File: src/hw/l2_pkg.sv
package l2_pkg;

    // processor side widths
    typedef logic [29:0] word_addr_t;
    typedef logic [23:0] tag_t;
    typedef logic [3:0] set_idx_t;
    typedef logic [127:0] line_t;

    // memory side block address, tag then set
    typedef logic [27:0] block_addr_t;

    typedef enum logic [1:0] {
        IDLE,
        WRITE_BACK,
        REFILL
    } miss_state_t;

    // processor request, held as a level while stalled
    typedef struct packed {
        logic       read;
        logic       write;
        word_addr_t addr;
        line_t      wdata;
    } l2_req_t;

    // memory request, held until the mem_ready pulse
    typedef struct packed {
        logic        read;
        logic        write;
        block_addr_t addr;
        line_t       wdata;
    } l2_mem_req_t;

endpackage

File: src/hw/l2_mem_arbiter.sv
module l2_mem_arbiter
    import l2_pkg::*;
(
    input  logic        clk,
    input  logic        proc_reset,
    input  l2_mem_req_t d_mem_req,
    input  l2_mem_req_t i_mem_req,
    input  line_t       mem_rdata,
    input  logic        mem_ready,
    output l2_mem_req_t mem_req,
    output line_t       d_mem_rdata,
    output line_t       i_mem_rdata,
    output logic        d_mem_ready,
    output logic        i_mem_ready
);

    logic d_act;
    logic i_act;
    logic busy;
    logic owner_i;
    logic locked;
    logic sel_i;

    assign d_act = d_mem_req.read || d_mem_req.write;
    assign i_act = i_mem_req.read || i_mem_req.write;

    // owner keeps the port while its level stays up
    assign locked = busy && (owner_i ? i_act : d_act);
    // free port goes to the data cache first
    assign sel_i  = locked ? owner_i : (i_act && !d_act);

    assign mem_req = sel_i ? i_mem_req : d_mem_req;

    assign d_mem_ready = mem_ready && !sel_i;
    assign i_mem_ready = mem_ready && sel_i;
    assign d_mem_rdata = sel_i ? '0 : mem_rdata;
    assign i_mem_rdata = sel_i ? mem_rdata : '0;

    always_ff @(posedge clk)
    begin
        if (proc_reset)
        begin
            busy    <= 1'b0;
            owner_i <= 1'b0;
        end
        else
        begin
            busy    <= d_act || i_act;
            owner_i <= sel_i;
        end
    end

    // a granted request holds at the port until its ready pulse
    assert property (@(posedge clk) disable iff (proc_reset)
        (mem_req.read || mem_req.write) && !mem_ready |=> $stable(mem_req));

endmodule

File: config.mk
export PLATFORM = sky130hd
export DESIGN_NAME = l2_mem_arbiter
export DESIGN_NICKNAME = d
export VERILOG_FILES = /design/src/hw/l2_pkg.sv /design/src/hw/l2_mem_arbiter.sv
export SDC_FILE = /design/constraint.sdc
export NUM_CORES = 1
export LEC_CHECK = 0
export ABC_AREA = 1
export BUFFER_PORTS_ARGS = -buffer_cell sky130_fd_sc_hd__buf_4
export CORE_AREA = 2 2 336 338
export CTS_BUF_LIST = sky130_fd_sc_hd__clkbuf_2
export DETAILED_ROUTE_END_ITERATION = 7
export DIE_AREA = 0 0 338 340
export SYNTH_ARGS = -nofsm -noshare
export SYNTH_HDL_FRONTEND = slang
export SYNTH_SLANG_ARGS = --single-unit
File: constraint.sdc
create_clock -name clk -period 1.1 [get_ports clk]
set_clock_uncertainty 0.1 [all_clocks]
set_input_delay 0.11 -clock clk [delete_from_list [all_inputs] [get_ports clk]]
set_output_delay 0.11 -clock clk [all_outputs]
set_load 0.02 [all_outputs]
==> results of run 1 <==
-- power groups by stage --
stage,Clock (mW),Sequential [mW],Combinational (mW)
2_1_floorplan,0,0.0798,3.69
3_3_place_gp,0,0.0808,8.22
3_5_place_dp,0,0.0801,8.26
4_1_cts,0.125,0.0796,8.66
5_1_grt,0.144,0.0800,9.14
6_report,0.119,0.0795,8.68
-- cell type report --
cell class / count / area share [%]
timing repair buffer: 971 / 52.8
multi-input combinational: 739 / 31.3
tap: 1500 / 12.2
inverter: 130 / 3.22
sequential: 2 / 0.276
antenna: 10 / 0.162
clock buffer: 3 / 0.0975
-- sequential cells by signal, indices dropped and copies added (netlist names) --
register	cells
busy	1
owner_i	1
-- cell usage after synthesis --
library cell	n	share of area [%]
o21ai_2	1	0.21
nand2_1	319	29
nor2_1	132	12
nand3_1	156	19
a21oi_1	130	16
clkbuf_1	36	3.3
inv_2	1	0.092
nand2_2	1	0.15
dfxtp_1	2	0.98
inv_1	129	12
buf_2	50	6.1
buf_1	7	0.64
-- worst reg2reg max path, cell delays in order, from the launching register on --
cell     delay, ns
dfxtp_2       0.31
nand2_2       0.08
o21ai_4       0.11
nand2_8       0.10
buf_2         0.20
buf_6         0.17
nor2_1        0.05
-- final timing paths --
kind | endpoint | slack (ns) | cells past startpoint | startpoint
hold / removal | busy$_SDFF_PP0_ | 0.05 | 2 | proc_reset
setup / recovery | mem_req[86] | -0.73 | 10 | owner_i$_SDFF_PP0_
hold reg to reg | owner_i$_SDFF_PP0_ | 0.91 | 6 | busy$_SDFF_PP0_
setup reg to reg | owner_i$_SDFF_PP0_ | -0.11 | 6 | owner_i$_SDFF_PP0_
-- metal layers --
| layer | up-vias | part of all wire (%) | GRT usage, % |
|---|---|---|---|
| li1 | 4760 | - | - |
| met1 | 4703 | 39 | 15.9 |
| met2 | 651 | 45 | 21.5 |
| met3 | 152 | 14 | 8.11 |
| met4 | 100 | 1.4 | 1.38 |
| met5 | - | 0.80 | 0 |
-- timing repair --
| action | CTS | global route |
|---|---|---|
| resized for setup | 133 | 44 |
| hold endpoints to repair | 0 | 0 |
| setup buffers | 8 | 2 |
| cloned | 3 | 1 |
| endpoints found under the setup margin | 417 | 417 |
| hold buffers | 0 | 0 |
| pin swaps | 5 | 5 |
-- cell families (layout without fill, tap and decap cells) --
logic type      Yosys count  after routing  share of synthesized area (%)
simple gates            608            608                           60.8
buf+inv                 223           1104                           22.1
compound gates          131            131                           16.2
flops                     2              2                          0.982
other cells               0             10                              0
==> impl_metrics.toml, run 1 <==
[setup_path]
cp.required_ns = 0.89
worstPathMaxFanout = 7
path_cells = "nand2_2, o21ai_4, nand2_8, buf_12, buf_16, buf_12, buf_8, nand2_2, nand2_2, buf_6"
path_common_cell = "nand2_2"
path_buf_inv = 5
critPathLaunchType = "register"
worst_ep_arrival_time_ns = 1.62
critPathSlowestCell = "dfxtp_2"
cp-end-kind = "primary output"
crit_type = "register to primary output"
slowest_delay_ns = 0.31
crit_family = "buffers and inverters"

[power_and_ir_drop]
seqPwrFrac_pct = 0.9
pwr-share-comb_pct = 97.8
p_sw_mw = 4.96
peakVddDrop_uv = 285
cellPowerDensity_nw_per_um2 = 576
p_int_mw = 3.92
pwr-share-clk_pct = 1.3
switching_share_pct = 55.8
power.total_mw = 8.88
p_leak_nw = 7.83

[clocking]
cts_tree = "done"
clockBufferDepth = 2
numCtsBuffers = 3
root_buffer = "clkbuf_2"
cts.sinks = 2
h-tree-depth = 1
cts.clk_slew.worst_paths_ns = 0.03
clk_latency_ns = 0.20

[placed_design]
post-dp-hpwl_um = 76400
dp_cells = 3329
dpl_cell_area_um2 = 14500
pre_cts_slack_ns = -0.604
io_buffers = 862
gp_congestion = 0.965

[finish]
layout_commonest_cell = "buf_4"
final_area_um2 = 15400
syn_to_final_growth_pct = 278
multi_input_area_um2 = 4820
layout.cells.non_filler = 3355
nets = 2294
postLayoutCoreUtil_pct = 13.8
final_cell_mix = "buf_4 (859), nand2_1 (263), nand3_1 (155), inv_1 (129), nor2_4 (84)"
seq_area_um2 = 42.5
drive_gt1_share_pct = 65.5
fillers = 12953

[synthesis]
syn_inst = 964
ys_ff_latch = 2
mappedNetlistNets = 1411
synthesis.area_um2 = 4080
synth.distinct_cells = 12
synth.avg_cell_area_um2 = 4.23
seq_area_frac_synth_pct = 0.982
yosysWarnings = 0

[die]
fp.coreArea_um2 = 112000
ios = 863
dieArea_um2 = 115000
row_count = 123
die_h_um = 340
start_util_pct = 3.66
dieWidth_um = 338

[route]
firstDrtPassIters = 5
wl_um = 82300
via_count = 10366
avgRoutedWirePerCell_um = 24.5
drc = 0
ant_nets = 0
via_per_inst = 3.09
drt_iter0_markers = 494

[global_routing]
grt_max_degree = 30
grt_overflow = 0
grt_usage_pct = 13.5
grt_antenna_before_repair = 77
grt_pass1_wl_um = 101000
grt_pass1_vias = 9864

[sta]
min_period_over_period_pct = 167
holdWs_ns = 0.0481
final_hold_viol_count = 0
tns_ns = -261.86
rsz0062_at_grt = "yes"
slew_headroom_pct = 75.7
period_needed_ns = 1.83
fmax_mhz = 545
drv_slew = 0
worstMarginPinSlew_ns = 0.364
setup_viol = 417
setup_slack_ns = -0.734

[outcome]
violations = "negative setup slack"
outcome = "finished with violations"

[job]
maxCapViolCount = 0

[hold_path]
hold_path_class = "input pin to register"
Note: power is estimated with default switching activity, not from simulation.
==> run 2, diff against run 1 <==
Settings changed: ABC_AREA 1 to default.
Clock period 1.1 ns to 1.6 ns, I/O delays scaled along.
==> run 2 against run 1 <==
The flow still finishes with violations (negative setup slack). Clock-buffer cell count is the same. Via count shrank 24%. Setup slack gained 0.23 ns. Sequential share of layout area is essentially flat. Largest cell class unchanged. Final area shrank 14%. Combinational power shrank 43%. Hold slack lost 0.027 ns. Largest power group unchanged.
==> impl_metrics.toml, run 2 <==
[outcome]
outcome = "finished with violations"
violations = "negative setup slack"

[job]
maxCapViolCount = 0

[sta]
setup_viol = 414
rsz0062_at_grt = "yes"
min_period_over_period_pct = 131
fmax_mhz = 476
final_hold_viol_count = 0
setup_slack_ns = -0.502
period_needed_ns = 2.10
slew_headroom_pct = 85.1
drv_slew = 0
worstMarginPinSlew_ns = 0.223

[placed_design]
pre_cts_slack_ns = -0.630
dp_cells = 2826
io_buffers = 862
post-dp-hpwl_um = 82200
gp_congestion = 0.995

[synthesis]
synth_top_area_share_pct = 30.3
syn_inst = 475
yosysMostFrequentCell = "nor2b_1"
synth.distinct_cells = 16
yosysWarnings = 0
synthTopCellsByArea = "mux2_1 (30%), nor2b_1 (22%), and2_1 (22%)"
synth.top_cells.by_count = "nor2b_1 (130), and2_1 (129), mux2_1 (100)"
synth_flop_cell = "dfxtp_1"
synth.avg_cell_area_um2 = 7.83
synthesis.area_um2 = 3720
mappedNetlistNets = 922
seq_area_frac_synth_pct = 1.08
ys_ff_latch = 2
synth_edf_count = 0
async_flop_share_pct = 0
yosys.area.top_type = "mux2_1"

[route]
via_count = 7901
ant_nets = 0
avgRoutedWirePerCell_um = 31.1
drt_iter0_markers = 353
via_per_inst = 2.74
wl_um = 89800
firstDrtPassIters = 5
drc = 0

[power_and_ir_drop]
p_int_mw = 2.58
pwr-share-clk_pct = 1.6
p_leak_nw = 6.21
cellPowerDensity_nw_per_um2 = 385
p_sw_mw = 2.50
switching_share_pct = 49.2
peakVddDrop_uv = 141
pwr-share-comb_pct = 97.3
seqPwrFrac_pct = 1.1

[global_routing]
grt_overflow = 0
met1_usage_pct = 15.5
grt_max_degree = 64
use_met2_pct = 23.3
grt_busiest_layer = "met2"
grt_usage_pct = 14.6
grt_antenna_before_repair = 103
grt_pass1_vias = 7573
grt_pass1_wl_um = 103000
grtUsageMet3_pct = 11.5

[finish]
fillers = 12916
reg_top3 = "busy (1), owner_i (1)"
drive_gt1_share_pct = 80.7
syn_to_final_growth_pct = 255
nets = 1810
layout_commonest_cell = "buf_4"
final_cell_mix = "buf_4 (853), mux2_2 (140), nor2b_1 (128), and2_1 (123), buf_6 (39)"
layout.cells.non_filler = 2884

[die]
start_util_pct = 3.34
dieArea_um2 = 115000
fp.coreArea_um2 = 112000
row_count = 123
ios = 863
die_h_um = 340
dieWidth_um = 338

[setup_path]
cp-end-kind = "primary output"
crit_type = "input pin to primary output"
worst_ep_arrival_time_ns = 1.84
slowest_delay_ns = 0.33
worstPathMaxFanout = 8
critPathSlowestCell = "mux2_2"
path_common_cell = "buf_4"
critPathLaunchType = "input pin"
r2r-end = "owner_i$_SDFF_PP0_"
r2r_start = "busy$_SDFF_PP0_"
rr_worst_depth = 6
cp.required_ns = 1.34
path_cells = "buf_4, or2_1, a21oi_4, buf_8, buf_12, clkbuf_16, mux2_2, buf_4"
reg2reg_setup_slack_ns = 0.20

[hold_path]
min_from = "proc_reset"
hold_path_class = "input pin to register"
holdPathEnd = "busy$_SDFF_PP0_"
min_path_cells = 2

[clocking]
root_buffer = "clkbuf_2"
cts_tree = "done"
clockBufferDepth = 2
numCtsBuffers = 3
clk_latency_ns = 0.20
cts.sinks = 2
cts.clk_slew.worst_paths_ns = 0.03
h-tree-depth = 1
==> run 2: cell count changes after synthesis, sizes merged, moves of 127 or more <==
| cell | delta |
|---|---|
| nor2b | +130 |
| nand2 | -319 |
| nor2 | -131 |
| a21oi | -127 |
| nand3 | -154 |
| mux2 | +156 |
| inv | -128 |
| and2 | +129 |
==> run 2: power by group through the flow <==
stage          logic, mW  registers (mW)  clock network [mW]
6_report            4.94          0.0565              0.0813
5_1_grt             5.18          0.0566              0.0962
4_1_cts             4.80          0.0564              0.0854
3_5_place_dp        4.54          0.0550                   0
3_3_place_gp        4.53          0.0551                   0
2_1_floorplan       1.88          0.0553                   0
==> run 2: cells by family after synthesis <==
logic type / Yosys count / share of synthesized area, %
and+or+nand+nor: 264 / 44.2
AOI/OAI and AO/OA: 6 / 1.21
DFF: 2 / 1.08
muxes: 156 / 47.2
buffers and inverters: 47 / 6.32
==> run 2: metrics by stage <==
| step | area [µm²] | setup TNS, ns | hold slack, ns | power [mW] | utilization, % |
|---|---|---|---|---|---|
| floorplan | 3730 | -1.44 | 0.129 | 1.93 | - |
| global placement | 12200 | -155.44 | 0.233 | 4.59 | 10.9 |
| detailed placement | 12200 | -169.93 | 0.232 | 4.60 | 10.9 |
| CTS | 12700 | -187.36 | 0.0116 | 4.94 | 11.4 |
| global route | 13200 | -198.26 | 0.00680 | 5.33 | 11.8 |
| finish | 13200 | -159.65 | 0.0208 | 5.08 | 11.8 |
==> run 2: routing by layer <==
layer	wire length, µm	vias up	part of all wire (%)
met1	32100	3626	36
met5	810	-	0.90
met3	15900	188	18
li1	-	3367	-
met2	39500	626	44
met4	1400	94	1.6
==> run 2: final cells by class <==
type                    count  area (µm²)  area share (%)
clock buffers               3        15.0           0.114
multi-input cells         426        3540            26.8
well taps                1500        1880            14.2
inverters                   2        7.51          0.0568
repair buffers            928        7670            58.1
flip-flops and latches      2        42.5           0.322
diodes                     23        57.6           0.436
==> run 2: how the worst max path moves through the flow <==
stage / start / end / slack [ns] / cells after the start
floorplan: busy$_SDFF_PP0_ / mem_req[100] / -0.01 / 5
global placement: d_mem_req[156] / mem_req[105] / -0.60 / 7
CTS: busy$_SDFF_PP0_ / mem_req[51] / -0.55 / 7
global route: busy$_SDFF_PP0_ / mem_req[33] / -0.58 / 7
detailed placement: d_mem_req[156] / mem_req[105] / -0.63 / 7
finish: d_mem_req[156] / mem_req[31] / -0.50 / 8
==> run 2: what timing repair did <==
action,4_1_cts,5_1_grt
pin swaps,1,6
resized for setup,37,67
hold buffers,0,0
endpoints found under the setup margin,414,414
setup buffers,12,5
cloned,9,7
==> run 2: critical path, delay by kind of cell <==
family / cells / cell delay [ns]
buffers and inverters: 5 / 0.80
and+or+nand+nor: 1 / 0.31
AOI/OAI and AO/OA: 1 / 0.23
muxes: 1 / 0.33
==> run 3, diff against run 2 <==
--- a/config.mk
+++ b/config.mk
@@ -9,3 +9,3 @@
 export CORE_AREA = 2 2 336 338
-export CTS_BUF_LIST = sky130_fd_sc_hd__clkbuf_2
+export CTS_BUF_LIST = sky130_fd_sc_hd__clkbuf_4
 export DETAILED_ROUTE_END_ITERATION = 7
==> constraint.sdc (replaced) <==
create_clock -name clk -period 1.6 [get_ports clk]
set_clock_uncertainty 0.1 [all_clocks]
set_input_delay 0 -clock clk [delete_from_list [all_inputs] [get_ports clk]]
set_output_delay 0 -clock clk [all_outputs]
set_load 0.02 [all_outputs]
==> run 3 against run 2 <==
The run still ends with negative setup slack left. Critical path depth is 1 lower. Non-clock buffer count down 6. Global-route usage is 0.43 points higher. Via count is 2.1% lower. Sequential cell count unchanged. First-iteration DRC count grew 12%. Combinational power grew 9.3%. Final area up 6.5%. Register-to-register slack improved by 0.28 ns. Clock-buffer cell count unchanged.
==> impl_metrics.toml, run 3 (synthesis results as in run 2) <==
[outcome]
outcome = "finished with violations"
violations = "negative setup slack"

[setup_path]
slowest_delay_ns = 0.35
cp-end-kind = "primary output"
cp.required_ns = 1.50
crit_type = "register to primary output"
crit_family = "buffers and inverters"
rr_worst_depth = 4
critPathLaunchType = "register"
r2r-end = "owner_i$_SDFF_PP0_"
reg2reg_setup_slack_ns = 0.48
critical_path_depth = 7
r2r_start = "busy$_SDFF_PP0_"
crit_end = "mem_req[118]"
crit_path_start = "busy$_SDFF_PP0_"
critPathSlowestCell = "dfxtp_2"
worstPathMaxFanout = 9
worst_ep_arrival_time_ns = 1.89
path_cells = "nand2_4, a21oi_4, buf_12, buf_4, buf_16, mux2_4, buf_6"
path_buf_inv = 4

[clocking]
cts_tree = "done"
root_buffer = "clkbuf_4"
h-tree-depth = 1
clockBufferDepth = 2
clk_latency_ns = 0.23
numCtsBuffers = 3
cts.sinks = 2
cts.clk_slew.worst_paths_ns = 0.03

[placed_design]
pre_cts_slack_ns = -0.352
gp_congestion = 0.960
io_buffers = 862
post-dp-hpwl_um = 83700

[global_routing]
grt_pass1_wl_um = 106000
grt_antenna_before_repair = 76
grt_usage_pct = 15.0
grt_pass1_vias = 7562
grt_max_degree = 34
grt_overflow = 0

[sta]
slew_headroom_pct = 80.3
min_period_over_period_pct = 124
rsz0062_at_grt = "yes"
tns_ns = -94.56
setup_viol = 414
drv_slew = 0
final_hold_viol_count = 0
fmax_mhz = 504
period_needed_ns = 1.99
worstMarginPinSlew_ns = 0.294
setup_slack_ns = -0.386

[route]
avgRoutedWirePerCell_um = 32.0
wl_um = 91700
via_per_inst = 2.69
ant_nets = 0
drc = 0
drt_iter0_markers = 395
via_count = 7735
firstDrtPassIters = 5

[die]
start_util_pct = 3.34
dieWidth_um = 338
row_count = 123
ios = 863
fp.coreArea_um2 = 112000
dieArea_um2 = 115000
die_h_um = 340

[finish]
syn_to_final_growth_pct = 278
drive_gt1_share_pct = 79.2
reg_top3 = "busy (1), owner_i (1)"
postLayoutCoreUtil_pct = 12.6
nets = 1804
final_cell_mix = "buf_4 (744), buf_6 (136), nor2b_1 (121), and2_1 (114), mux2_4 (111)"
layout_commonest_cell = "buf_4"

[hold_path]
hold_path_class = "input pin to register"

[power_and_ir_drop]
p_leak_nw = 6.74
peakVddDrop_uv = 163
cellPowerDensity_nw_per_um2 = 397

[job]
maxCapViolCount = 0
## run 3: repair_timing
item                       CTS  global route
buffers inserted            12             6
hold buffers                 1             0
setup endpoints to repair  413           414
resized for setup          204           123
hold endpoints to repair     2             0
cloned                      14             5
pin swaps                   12             0
## run 3: area by class of cell
| class | instances | area [µm²] |
|---|---|---|
| antenna | 16 | 40.0 |
| clock buffer | 3 | 22.5 |
| fill | 12836 | 97500 |
| inverter | 2 | 7.51 |
| multi-input combinational | 426 | 3960 |
| sequential | 2 | 42.5 |
| tap | 1500 | 1880 |
| timing repair buffer | 922 | 8120 |
## run 3: power breakdown
part	switching (mW)	total [mW]	internal (mW)
Sequential	0.00323	0.0569	0.0537
Clock	0.0331	0.116	0.0832
Combinational	2.64	5.40	2.76
## run 3: per-layer routing
layer / share of wire, % / GRT usage, % / routed length [µm]
met1: 40 / 17.9 / 36300
met5: 0.45 / 0 / 414
met3: 14 / 8.72 / 13100
met2: 45 / 24.1 / 40900
met4: 1.1 / 1.01 / 982
## run 3: worst min path at each step
stage	start	end	slack, ns	cells after the start
final	i_mem_req[156]	busy$_SDFF_PP0_	0.1	3
after global routing	i_mem_req[156]	busy$_SDFF_PP0_	0.13	3
after CTS	i_mem_req[156]	busy$_SDFF_PP0_	0.05	3
after detailed placement	proc_reset	owner_i$_SDFF_PP0_	0.1	2
after global placement	proc_reset	owner_i$_SDFF_PP0_	0.1	2
after floorplan	proc_reset	busy$_SDFF_PP0_	-0.03	1
## run 3: metrics by stage
stage                     instance area [µm²]  instances  hold WS (ns)  power (mW)
after floorplan                          3720        475       -0.0306        1.87
after global placement                  12200       2817        0.0959        4.64
after detailed placement                12200       2817        0.0995        4.63
after CTS                               13400       2845        0.0528        5.36
after global routing                    14000       2859         0.128        5.83
final                                   14100       2871        0.0983        5.58
## run 3: tightest hold or removal path: cells and delay by family
family	cells	cell delay [ns]
compound gates	1	0.21
buf+inv	1	0.09
simple gates	1	0.07
